### src/verilog/proj_pkg.sv
package proj_pkg;

    // Camera-space values are signed Q3.14.
    localparam int COORD_WIDTH = 18;
    localparam int FRAC_BITS   = 14;

    localparam int NDC_WIDTH = 17; // Signed quotient, magnitude below 2**16.
    localparam int PIX_WIDTH = 11; // Unsigned screen coordinate.

    typedef struct packed {
        logic signed [COORD_WIDTH-1:0] x;
        logic signed [COORD_WIDTH-1:0] y;
        logic signed [COORD_WIDTH-1:0] z;
    } vertex_t;

    typedef struct packed {
        logic signed [NDC_WIDTH-1:0]   x;
        logic signed [NDC_WIDTH-1:0]   y;
        logic signed [COORD_WIDTH-1:0] z; // Depth, carried unchanged.
    } ndc_t;

    typedef struct packed {
        logic [PIX_WIDTH-1:0]          px;
        logic [PIX_WIDTH-1:0]          py;
        logic signed [COORD_WIDTH-1:0] depth;
    } pixel_t;

endpackage

### src/verilog/fixed_point_div.sv
module fixed_point_div import proj_pkg::*; (
    input  logic                          clk_in,
    input  logic                          arst_n,
    input  logic                          start,
    input  logic signed [COORD_WIDTH-1:0] numer,
    input  logic signed [COORD_WIDTH-1:0] denom,
    output logic                          busy,
    output logic                          done,
    output logic signed [NDC_WIDTH-1:0]   quotient,
    output logic                          overflow
);

    localparam int DVD_WIDTH = COORD_WIDTH + FRAC_BITS; // Numerator scaled by 2**FRAC_BITS.
    localparam int HI_WIDTH  = DVD_WIDTH - NDC_WIDTH;
    localparam int CNT_WIDTH = $clog2(NDC_WIDTH);
    localparam logic [CNT_WIDTH-1:0] LAST_STEP = CNT_WIDTH'(NDC_WIDTH - 1);

    logic [COORD_WIDTH-1:0] numer_mag;
    logic [COORD_WIDTH-1:0] denom_mag;
    logic [DVD_WIDTH-1:0]   dividend;
    logic [HI_WIDTH-1:0]    dvd_high;
    logic                   high_ovf;

    logic [COORD_WIDTH-1:0] divisor_q;
    logic [COORD_WIDTH-1:0] rem_q;
    logic [NDC_WIDTH-1:0]   dvd_q;     // Low dividend bits, consumed MSB first.
    logic [NDC_WIDTH-1:0]   quo_q;
    logic                   neg_q;
    logic                   ovf_q;
    logic [CNT_WIDTH-1:0]   step_q;

    logic [COORD_WIDTH:0]   rem_shift;
    logic [COORD_WIDTH:0]   rem_diff;
    logic                   quo_bit;
    logic [COORD_WIDTH-1:0] rem_next;
    logic [NDC_WIDTH-1:0]   quo_next;
    logic                   last_step;

    assign numer_mag = $unsigned(numer[COORD_WIDTH-1] ? -numer : numer);
    assign denom_mag = $unsigned(denom[COORD_WIDTH-1] ? -denom : denom);

    assign dividend = {numer_mag, {FRAC_BITS{1'b0}}};
    assign dvd_high = dividend[DVD_WIDTH-1 -: HI_WIDTH];

    // Quotient would need bits above the loop range; also catches a zero divisor.
    assign high_ovf = COORD_WIDTH'(dvd_high) >= denom_mag;

    assign rem_shift = {rem_q, dvd_q[NDC_WIDTH-1]};
    assign rem_diff  = rem_shift - {1'b0, divisor_q};
    assign quo_bit   = !rem_diff[COORD_WIDTH]; // No borrow, divisor fits.
    assign rem_next  = quo_bit ? rem_diff[COORD_WIDTH-1:0] : rem_shift[COORD_WIDTH-1:0];
    assign quo_next  = {quo_q[NDC_WIDTH-2:0], quo_bit};
    assign last_step = (step_q == LAST_STEP);

    always_ff @(posedge clk_in or negedge arst_n) begin
        if (!arst_n) begin
            busy   <= 1'b0;
            done   <= 1'b0;
            step_q <= '0;
        end else if (!busy) begin
            if (start) begin
                busy   <= 1'b1;
                step_q <= '0;
            end
        end else if (done) begin
            busy <= 1'b0; // Free again one cycle after done.
            done <= 1'b0;
        end else begin
            step_q <= step_q + 1'b1;
            done   <= last_step;
        end
    end

    always_ff @(posedge clk_in) begin
        if (start && !busy) begin
            divisor_q <= denom_mag;
            rem_q     <= COORD_WIDTH'(dvd_high);
            dvd_q     <= dividend[NDC_WIDTH-1:0];
            quo_q     <= '0;
            neg_q     <= numer[COORD_WIDTH-1] ^ denom[COORD_WIDTH-1];
            ovf_q     <= high_ovf;
        end else if (busy && !done) begin
            rem_q <= rem_next;
            dvd_q <= dvd_q << 1;
            quo_q <= quo_next;
            if (last_step) begin
                // Magnitude must also fit NDC_WIDTH-1 bits once the sign is applied.
                quotient <= neg_q ? -quo_next : quo_next;
                overflow <= ovf_q | quo_next[NDC_WIDTH-1];
            end
        end
    end

endmodule

### src/verilog/perspective_divide.sv
module perspective_divide import proj_pkg::*; (
    input  logic    clk_in,
    input  logic    arst_n,
    input  logic    vertex_valid,
    input  vertex_t vertex,
    output logic    busy,
    output logic    ndc_valid,
    output ndc_t    ndc
);

    localparam logic signed [NDC_WIDTH-1:0] ONE = NDC_WIDTH'(2 ** FRAC_BITS);

    logic z_positive;
    logic accept;

    logic x_busy;
    logic y_busy;
    logic x_done;
    logic y_done;
    logic x_ovf;
    logic y_ovf;
    logic signed [NDC_WIDTH-1:0] x_quo;
    logic signed [NDC_WIDTH-1:0] y_quo;

    logic signed [COORD_WIDTH-1:0] depth_q;
    logic result_done;
    logic keep;

    // Strictly inside the normalized square.
    function automatic logic in_square(input logic signed [NDC_WIDTH-1:0] q);
        return (q > -ONE) && (q < ONE);
    endfunction

    assign z_positive = !vertex.z[COORD_WIDTH-1] && (vertex.z != '0);
    assign accept     = vertex_valid && !busy && z_positive; // Others are dropped here.

    fixed_point_div x_div (
        .clk_in   (clk_in),
        .arst_n   (arst_n),
        .start    (accept),
        .numer    (vertex.x),
        .denom    (vertex.z),
        .busy     (x_busy),
        .done     (x_done),
        .quotient (x_quo),
        .overflow (x_ovf)
    );

    fixed_point_div y_div (
        .clk_in   (clk_in),
        .arst_n   (arst_n),
        .start    (accept),
        .numer    (vertex.y),
        .denom    (vertex.z),
        .busy     (y_busy),
        .done     (y_done),
        .quotient (y_quo),
        .overflow (y_ovf)
    );

    assign busy        = x_busy || y_busy;
    assign result_done = x_done && y_done; // Both run in lockstep.
    assign keep        = !x_ovf && !y_ovf && in_square(x_quo) && in_square(y_quo);

    always_ff @(posedge clk_in or negedge arst_n) begin
        if (!arst_n) begin
            ndc_valid <= 1'b0;
        end else begin
            ndc_valid <= result_done && keep;
        end
    end

    always_ff @(posedge clk_in) begin
        if (accept) begin
            depth_q <= vertex.z;
        end
        if (result_done && keep) begin
            ndc.x <= x_quo;
            ndc.y <= y_quo;
            ndc.z <= depth_q;
        end
    end

endmodule

### src/verilog/viewport_map.sv
module viewport_map import proj_pkg::*; #(
    parameter int VIEWPORT_W = 640,
    parameter int VIEWPORT_H = 480
) (
    input  logic   clk_in,
    input  logic   arst_n,
    input  logic   ndc_valid,
    input  ndc_t   ndc,
    output logic   pixel_valid,
    output pixel_t pixel
);

    localparam int SUM_WIDTH  = NDC_WIDTH + 1;
    localparam int PROD_WIDTH = NDC_WIDTH + PIX_WIDTH + 2;
    localparam logic signed [SUM_WIDTH-1:0] ONE = SUM_WIDTH'(2 ** FRAC_BITS);

    logic signed [SUM_WIDTH-1:0]  x_off;  // Range 0 to 2 in Q.14.
    logic signed [SUM_WIDTH-1:0]  y_off;
    logic signed [PROD_WIDTH-1:0] x_prod;
    logic signed [PROD_WIDTH-1:0] y_prod;
    logic [PIX_WIDTH-1:0]         px;
    logic [PIX_WIDTH-1:0]         py;

    assign x_off = ONE + SUM_WIDTH'(ndc.x);
    assign y_off = ONE - SUM_WIDTH'(ndc.y); // Row zero at the top of the screen.

    assign x_prod = PROD_WIDTH'(x_off) * PROD_WIDTH'(VIEWPORT_W);
    assign y_prod = PROD_WIDTH'(y_off) * PROD_WIDTH'(VIEWPORT_H);

    // Drop the fraction and the factor of two from the 0..2 offset.
    assign px = x_prod[FRAC_BITS+1 +: PIX_WIDTH];
    assign py = y_prod[FRAC_BITS+1 +: PIX_WIDTH];

    always_ff @(posedge clk_in or negedge arst_n) begin
        if (!arst_n) begin
            pixel_valid <= 1'b0;
        end else begin
            pixel_valid <= ndc_valid;
        end
    end

    always_ff @(posedge clk_in) begin
        if (ndc_valid) begin
            pixel.px    <= px;
            pixel.py    <= py;
            pixel.depth <= ndc.z;
        end
    end

endmodule

### src/verilog/projection_top.sv
module projection_top import proj_pkg::*; #(
    parameter int VIEWPORT_W = 640,
    parameter int VIEWPORT_H = 480
) (
    input  logic    clk_in,
    input  logic    arst_n,
    input  logic    vertex_valid,
    input  vertex_t vertex,
    output logic    busy,
    output logic    pixel_valid,
    output pixel_t  pixel
);

    logic ndc_valid;
    ndc_t ndc;

    // 19 cycles to ndc_valid.
    perspective_divide u_perspective_divide (
        .clk_in       (clk_in),
        .arst_n       (arst_n),
        .vertex_valid (vertex_valid),
        .vertex       (vertex),
        .busy         (busy),
        .ndc_valid    (ndc_valid),
        .ndc          (ndc)
    );

    viewport_map #(
        .VIEWPORT_W (VIEWPORT_W),
        .VIEWPORT_H (VIEWPORT_H)
    ) u_viewport_map (
        .clk_in      (clk_in),
        .arst_n      (arst_n),
        .ndc_valid   (ndc_valid),
        .ndc         (ndc),
        .pixel_valid (pixel_valid),
        .pixel       (pixel)
    );

endmodule

### config.mk
export PLATFORM = sky130hd
export DESIGN_NAME = projection_top
export DESIGN_NICKNAME = d
export VERILOG_FILES = /design/src/verilog/proj_pkg.sv /design/src/verilog/fixed_point_div.sv /design/src/verilog/perspective_divide.sv /design/src/verilog/viewport_map.sv /design/src/verilog/projection_top.sv
export SDC_FILE = /design/constraint.sdc
export NUM_CORES = 1
export LEC_CHECK = 0
export BUFFER_PORTS_ARGS = -buffer_cell sky130_fd_sc_hd__buf_2
export CAP_MARGIN = 25
export CORE_UTILIZATION = 46
export CTS_CLUSTER_SIZE = 40
export DETAILED_ROUTE_END_ITERATION = 6
export PLACE_DENSITY = 0.69
export SYNTH_ARGS = -nofsm -noshare
export SYNTH_HDL_FRONTEND = slang
export SYNTH_HIERARCHICAL = 1
export SYNTH_SLANG_ARGS = --single-unit
### constraint.sdc
create_clock -name clk_in -period 11.9 [get_ports clk_in]
set_input_delay 3.57 -clock clk_in [delete_from_list [all_inputs] [get_ports clk_in]]
set_output_delay 3.57 -clock clk_in [all_outputs]
set_load 0.1 [all_outputs]
==> run metrics, run 1 <==
Worst setup SP type primary input; worst skew pair latency ~0.56 ns; nets@finish about 1900; Rows 70; Die Span Y ~190 um; Routed Antenna Nets 0; RR Endpoint u_viewport_map/pixel[28]$_DFFE_PP_; n_diodes 0; Reg clk slew, reported paths approximately 0.060 ns; H-tree depth 1; number of CTS-inserted buffers 29; maximum vdd drop 130 uV; Cells after Synth approximately 1600; Slew @ Worst Pin between 0.9 and 1 ns; Post-Synthesis Mean Instance Area around 11 sq um; R2R Setup Slk ~6.7 ns; Cell Chain, Critical Path buf_2, or4_1, nor4b_2, nand2_1, or3_1, nand2_1, xnor2_1, ha_1, nand4_1, nor2_1, a211oi_1, o211ai_1, a31oi_1, nor4b_2; final worst-path cycle share between 50% and 60%; Crit path depth 14; worst r2r path cells 18; arrival time at the worst endpoint 6.51 ns; Post-synth EDFFs between 200 and 250; drt wl/cell 15.8 um; Total GRT Usage a little under a fifth; final slew viol count 0; Synth async-reset ratio between 5 and 6%; Max stage delay cell, worst path or4_1; drt pass-1 iters 7; Hold Startpoint u_perspective_divide/ndc[5]$_DFFE_PP_; Peak Freq approximately 160 MHz; worst hold stages 0; WHS Endpoint u_viewport_map/pixel[5]$_DFFE_PP_; Starting Density about 47%; number of global-route vias before repair approximately 12000; RR Startpoint u_perspective_divide/ndc[18]$_DFFE_PP_; WP data required 12.18 ns; largest net degree at the start of global routing 51; DR iter-0 viols between 700 and 800; Die Wd 195 um; Final Skew about 0.025 ns; Worst Setup End Kind flip-flop; Worst Setup SP vertex[42]; Layout area overhead 11.6%; CP Class primary input to flip-flop; wirelength, routed around 34 mm; met1 GRT Util between 20% and 30%; CTS tree yes; post-CTS sizing 0; first-pass GRT wire length 56.4 mm; status finished, final reports clean; hpwl dp approximately 26 mm; cts hold-fix bufs 0; Hold Path Class flip-flop to flip-flop; post-synthesis sequential area ratio around 46%; Top delay family on crit path simple AND/OR/NAND/NOR gates; via count 11962; most frequent cells in the layout edfxtp_1, ha_1, inv_1, xnor2_1, nand2_1; most common cell after layout, fill and taps aside edfxtp_1; max_cap viols 0; Remaining DRCs 0; syn_nets between 1500 and 2000; PD cells ~200 mW/mm^2; Layout Cells excl Fill roughly 2200; synth unique cells 82; Synth top area share about two fifths; # Post-CTS Setup Buffers 0; FF/Latch Area about 0.008 sq mm; cell count after placement approximately 2100; P_leak approximately 7.7 nW; WP buf/inv 1; CP peak stage delay 0.62 ns; clock tree root driver cell clkbuf_16; fin crit period 6.23 ns; core area around 0.037 sq mm; endpoints failing setup 0; GR Util met3 under 10%; GRT busiest layer met2; Sink Count ~280; IO Pins 99; post-synthesis cell area between 0.015 and 0.02 sq mm; synth top area cells edfxtp_1, ha_1, xnor2_1, dfxtp_1, inv_1; Worst Path Max Fanout 4; I/O Buffers slightly below 100; Yosys reg bits roughly 280; Worst slew margin about 33%; Synth Warn # 6; Hold Violations, Final 0; Primary FF master, synth edfxtp_1; clk buf depth 3; multi-input combinational cell area 0.00854 sq mm; via-per-instance ratio roughly 5.5; most area-hungry cell type in the Yosys netlist edfxtp_1; Post-Route Setup TNS 0 ns; GR Overflow Total 0; layout cells sized above 1 around an eighth; die area 0.0379 sq mm; initial antenna violation count 0; Util after Layout between 50% and 60%; Fillers approximately 3300; routing usage on met2 between 30% and 40%; RSZ-0062 raised after global routing no; GP Congestion between 0.8 and 0.9
[logic make-up (layout without fill, tap and decap cells)]
group / Yosys count / in the layout / synth area share, %
AO/OA/AOI/OAI: 340 / 340 / 13.6
XOR/XNOR: 180 / 180 / 9.27
AND/OR/NAND/NOR: 376 / 376 / 11.4
multiplexers: 32 / 32 / 1.90
adder cells (fa/ha/maj): 175 / 175 / 13.7
buffers and inverters: 193 / 318 / 4.36
flip-flops: 276 / 276 / 45.8
[layout make-up]
class | instances | share of cell area (%)
clock buffers | 39 | 4.32
clock inverters | 15 | 0.682
inverters | 154 | 3.03
multi-input cells | 1103 | 44.8
flip-flops and latches | 276 | 41.0
well taps | 468 | 3.07
repair buffers | 110 | 3.04
[state kept, by name (all words and copies together) (netlist names), 5 cells and up]
register and cells:
u_perspective_divide/y_div/rem_q 18, u_perspective_divide/y_div/step_q 5, u_perspective_divide/x_div/quo_q 16, u_perspective_divide/x_div/quotient 17
u_perspective_divide/y_div/divisor_q 18, u_perspective_divide/depth_q 18, u_perspective_divide/ndc 52, u_perspective_divide/x_div/rem_q 18
u_perspective_divide/y_div/quo_q 16, u_viewport_map/pixel 40, u_perspective_divide/x_div/step_q 5, u_perspective_divide/y_div/quotient 17
u_perspective_divide/x_div/divisor_q 18
[metal layers]
layer	vias to the layer above	share of wire (%)	wire, um
met3	48	4.8	1630
met4	0	2.0	671
met2	292	47	16200
met5	-	0	0
met1	5694	46	15700
li1	5928	-	-
[cells in the mapped netlist, types with 17 or more instances]
cell / number
ha_1: 155
a21o_1: 20
xnor2_1: 117
nand3_1: 25
nor2_1: 84
o21a_1: 20
a22o_1: 28
nor3_1: 18
nand2_1: 110
edfxtp_1: 222
inv_1: 153
xor2_1: 62
fa_1: 20
clkbuf_1: 27
nor4_1: 22
a21oi_1: 67
dfxtp_1: 38
o31ai_1: 31
nand4_1: 17
mux2i_1: 28
o21ai_0: 88
[how the worst max path moves through the flow]
stage                                                     endpoint
floorplan           u_perspective_divide/y_div/dvd_q[15]$_DFFE_PP_
global placement        u_perspective_divide/x_div/ovf_q$_DFFE_PP_
detailed placement      u_perspective_divide/x_div/ovf_q$_DFFE_PP_
CTS                     u_perspective_divide/x_div/ovf_q$_DFFE_PP_
global route            u_perspective_divide/x_div/ovf_q$_DFFE_PP_
finish                  u_perspective_divide/x_div/ovf_q$_DFFE_PP_
[through the flow]
step | setup WS (ns) | hold slack [ns] | instance area (sq um) | power, mW
after floorplan | 4.15 | 0.400 | 17100 | 2.59
after global placement | 5.23 | 0.401 | 18100 | 2.88
after detailed placement | 5.13 | 0.405 | 18100 | 2.93
after CTS | 5.72 | 0.414 | 19100 | 3.84
after global routing | 5.48 | 0.420 | 19100 | 4.08
final | 5.67 | 0.410 | 19100 | 3.82
[power breakdown]
group | switching [mW] | total [mW] | internal (mW)
Clock | 0.369 | 0.897 | 0.528
Sequential | 0.142 | 1.46 | 1.31
Combinational | 0.850 | 1.46 | 0.613
(Power assumes the default switching activity.)
==> run 2: changes to the inputs <==
Settings changed: PLACE_DENSITY 0.69 to 0.71.
Clock period 11.9 ns to 5.1 ns, I/O delays scaled along.
==> run metrics, run 2 (synthesis results as in run 1) <==
largest register by flop count u_perspective_divide/ndc (unchanged); Post-Layout Inst Area 0.0193 sq mm (was 0.0191 sq mm); drt wl/cell 15.7 um (was 15.8 um); worst r2r path cells 15 (was 18); maximum vdd drop 354 uV (was 130 uV); WHS Endpoint u_viewport_map/pixel[1]$_DFFE_PP_ (was u_viewport_map/pixel[5]$_DFFE_PP_); die area 0.0379 sq mm (unchanged); R2R Setup Slk 0.29 ns (was 6.66 ns); Hold WS 0.411 ns (was 0.410 ns); final worst-path cycle share 94.3%; Hold Path Class flip-flop to flip-flop (unchanged); nets@finish 1920 (was 1906); H-tree depth 1 (unchanged); Worst Setup End Kind flip-flop (unchanged); fin crit period 4.81 ns; Placed Area 0.0182 sq mm (was 0.0181 sq mm); RSZ-0062 raised after global routing no (unchanged); I/O Buffers 98 (unchanged); top flop regs u_perspective_divide/ndc (52), u_viewport_map/pixel (40) (unchanged); RR Startpoint u_perspective_divide/ndc[25]$_DFFE_PP_ (was u_perspective_divide/ndc[18]$_DFFE_PP_); Comb pwr share 37.7% (was 38.3%); Pint 5.97 mW (was 2.46 mW); drt pass-1 iters 5 (was 7); RR Endpoint u_viewport_map/pixel[28]$_DFFE_PP_ (unchanged); max_cap viols 0 (unchanged); arrival time at the worst endpoint 5.11 ns (was 6.51 ns); Total GRT Usage 17.8% (was 18.1%); Worst Path Max Fanout 6 (was 4); GP Congestion 0.874 (was 0.894); clk buf depth 3 (unchanged); hpwl dp 25.3 mm (was 25.9 mm); PD cells 474 mW/mm^2 (was 200 mW/mm^2); Sink Count 276 (unchanged); Die Wd 195 um (unchanged); via count 11921 (was 11962); Die Span Y 195 um (unchanged); Hold Violations, Final 0 (unchanged); Reg clk slew, reported paths 0.07 ns (was 0.06 ns); CP Class flip-flop to flip-flop (was primary input to flip-flop); Rows 70 (unchanged); most common cell after layout, fill and taps aside edfxtp_1 (unchanged); Routed Antenna Nets 0 (unchanged); Layout area overhead 13.2% (was 11.6%); wirelength, routed 34.3 mm (was 34.2 mm); max reg flops 52 (unchanged); worst hold stages 0 (unchanged); n_diodes 0 (unchanged); switching pwr 3.21 mW (was 1.36 mW); number of CTS-inserted buffers 29 (unchanged); via-per-instance ratio 5.47 (was 5.53); first-pass GRT wire length 55.7 mm (was 56.4 mm); DR iter-0 viols 619 (was 777); number of global-route vias before repair 11469 (was 11627); WP data required 5.40 ns (was 12.18 ns); worst skew pair latency 0.56 ns (about the same); clock share of power 25.3% (was 23.5%); initial antenna violation count 0 (unchanged); Final Skew 0.0112 ns (was 0.0246 ns); Worst setup SP type flip-flop (was primary input); Hold Startpoint u_perspective_divide/ndc[1]$_DFFE_PP_ (was u_perspective_divide/ndc[5]$_DFFE_PP_); CTS tree yes (unchanged); status finished, final reports clean (unchanged); most frequent cells in the layout edfxtp_1, ha_1, inv_1, xnor2_1, nand2_1 (unchanged); final slew viol count 0 (unchanged); Peak Freq between 200 and 250 MHz; clock tree root driver cell clkbuf_16 (unchanged); core area 0.0366 sq mm (unchanged); layout cells sized above 1 12.7% (was 11.7%); largest net degree at the start of global routing 51 (unchanged); Post-Route Setup TNS 0 ns (unchanged); Sw Share 34.9% (was 35.6%); Remaining DRCs 0 (unchanged); cts hold-fix bufs 0 (unchanged); Fillers 3133 (was 3253); Worst slew margin 26.7% (was 33.3%); P_leak 7.88 nW (was 7.74 nW); Seq pwr share 36.9% (was 38.2%); Starting Density 46.7% (unchanged); Slew @ Worst Pin 1.10 ns (was 1.00 ns); IO Pins 99 (unchanged); endpoints failing setup 0 (unchanged); GR Overflow Total 0 (unchanged)
-- run 2: cell type report --
class	count	area (sq um)	share of cell area (%)
timing repair buffer	124	686	3.54
tap	468	586	3.03
sequential	276	7830	40.5
clock buffer	36	762	3.94
clock inverter	18	288	1.49
inverter	154	578	2.99
multi-input combinational	1103	8620	44.6
-- run 2: worst max-delay path: stages, from the launching register on --
cell,delay [ns]
edfxtp_1,0.49
or4_4,0.66
or3_1,0.39
xnor2_1,0.27
inv_1,0.15
ha_1,0.31
inv_1,0.08
fa_1,0.44
fa_1,0.51
inv_1,0.04
ha_1,0.33
o21a_1,0.18
o21a_1,0.18
and2_1,0.17
o41ai_2,0.24
xnor2_1,0.11
-- run 2: power groups by stage --
stage	clock, mW	sequential [mW]	combinational (mW)
2_1_floorplan	0	3.33	2.72
3_3_place_gp	0	3.41	3.32
3_5_place_dp	0	3.43	3.44
4_1_cts	2.37	3.38	3.47
5_1_grt	2.45	3.44	3.85
6_report	2.32	3.39	3.47
-- run 2: how the worst max path moves through the flow --
| stage | to | depth (start not counted) | slack, ns | startpoint |
|---|---|---|---|---|
| floorplan | u_viewport_map/pixel[28]$_DFFE_PP_ | 19 | 0.29 | u_perspective_divide/ndc[18]$_DFFE_PP_ |
| global placement | u_viewport_map/pixel[28]$_DFFE_PP_ | 18 | 0.18 | u_perspective_divide/ndc[19]$_DFFE_PP_ |
| detailed placement | u_viewport_map/pixel[28]$_DFFE_PP_ | 19 | -0.02 | u_perspective_divide/ndc[19]$_DFFE_PP_ |
| CTS | u_viewport_map/pixel[28]$_DFFE_PP_ | 18 | 0.02 | u_perspective_divide/ndc[19]$_DFFE_PP_ |
| global route | u_viewport_map/pixel[25]$_DFFE_PP_ | 18 | 0.06 | u_perspective_divide/ndc[19]$_DFFE_PP_ |
| finish | u_viewport_map/pixel[28]$_DFFE_PP_ | 15 | 0.29 | u_perspective_divide/ndc[25]$_DFFE_PP_ |
-- run 2: per-stage QoR --
stage | instances | utilization, % | total power [mW] | setup slack, ns
final | 2179 | 52.9 | 9.18 | 0.292
after detailed placement | 2121 | 49.7 | 6.87 | -0.0199
after global placement | 2121 | 49.7 | 6.73 | 0.184
after floorplan | 1572 | - | 6.04 | 0.287
after CTS | 2175 | 52.6 | 9.23 | 0.0188
after global routing | 2179 | 52.9 | 9.74 | 0.0577
-- run 2: what timing repair did --
action | in CTS | in global routing
endpoints found under the setup margin | 2 | 4
resized for setup | 1 | 11
setup buffers | 0 | 4
pin swaps | 0 | 1
-- run 2: routing by layer --
| layer | vias up | track usage (%) | part of all wire, % |
|---|---|---|---|
| met2 | 253 | 31.2 | 48 |
| met1 | 5645 | 22.9 | 45 |
| met4 | 0 | 5.28 | 2.5 |
| li1 | 5971 | - | - |
| met5 | - | 0 | 0 |
| met3 | 52 | 2.41 | 4.6 |
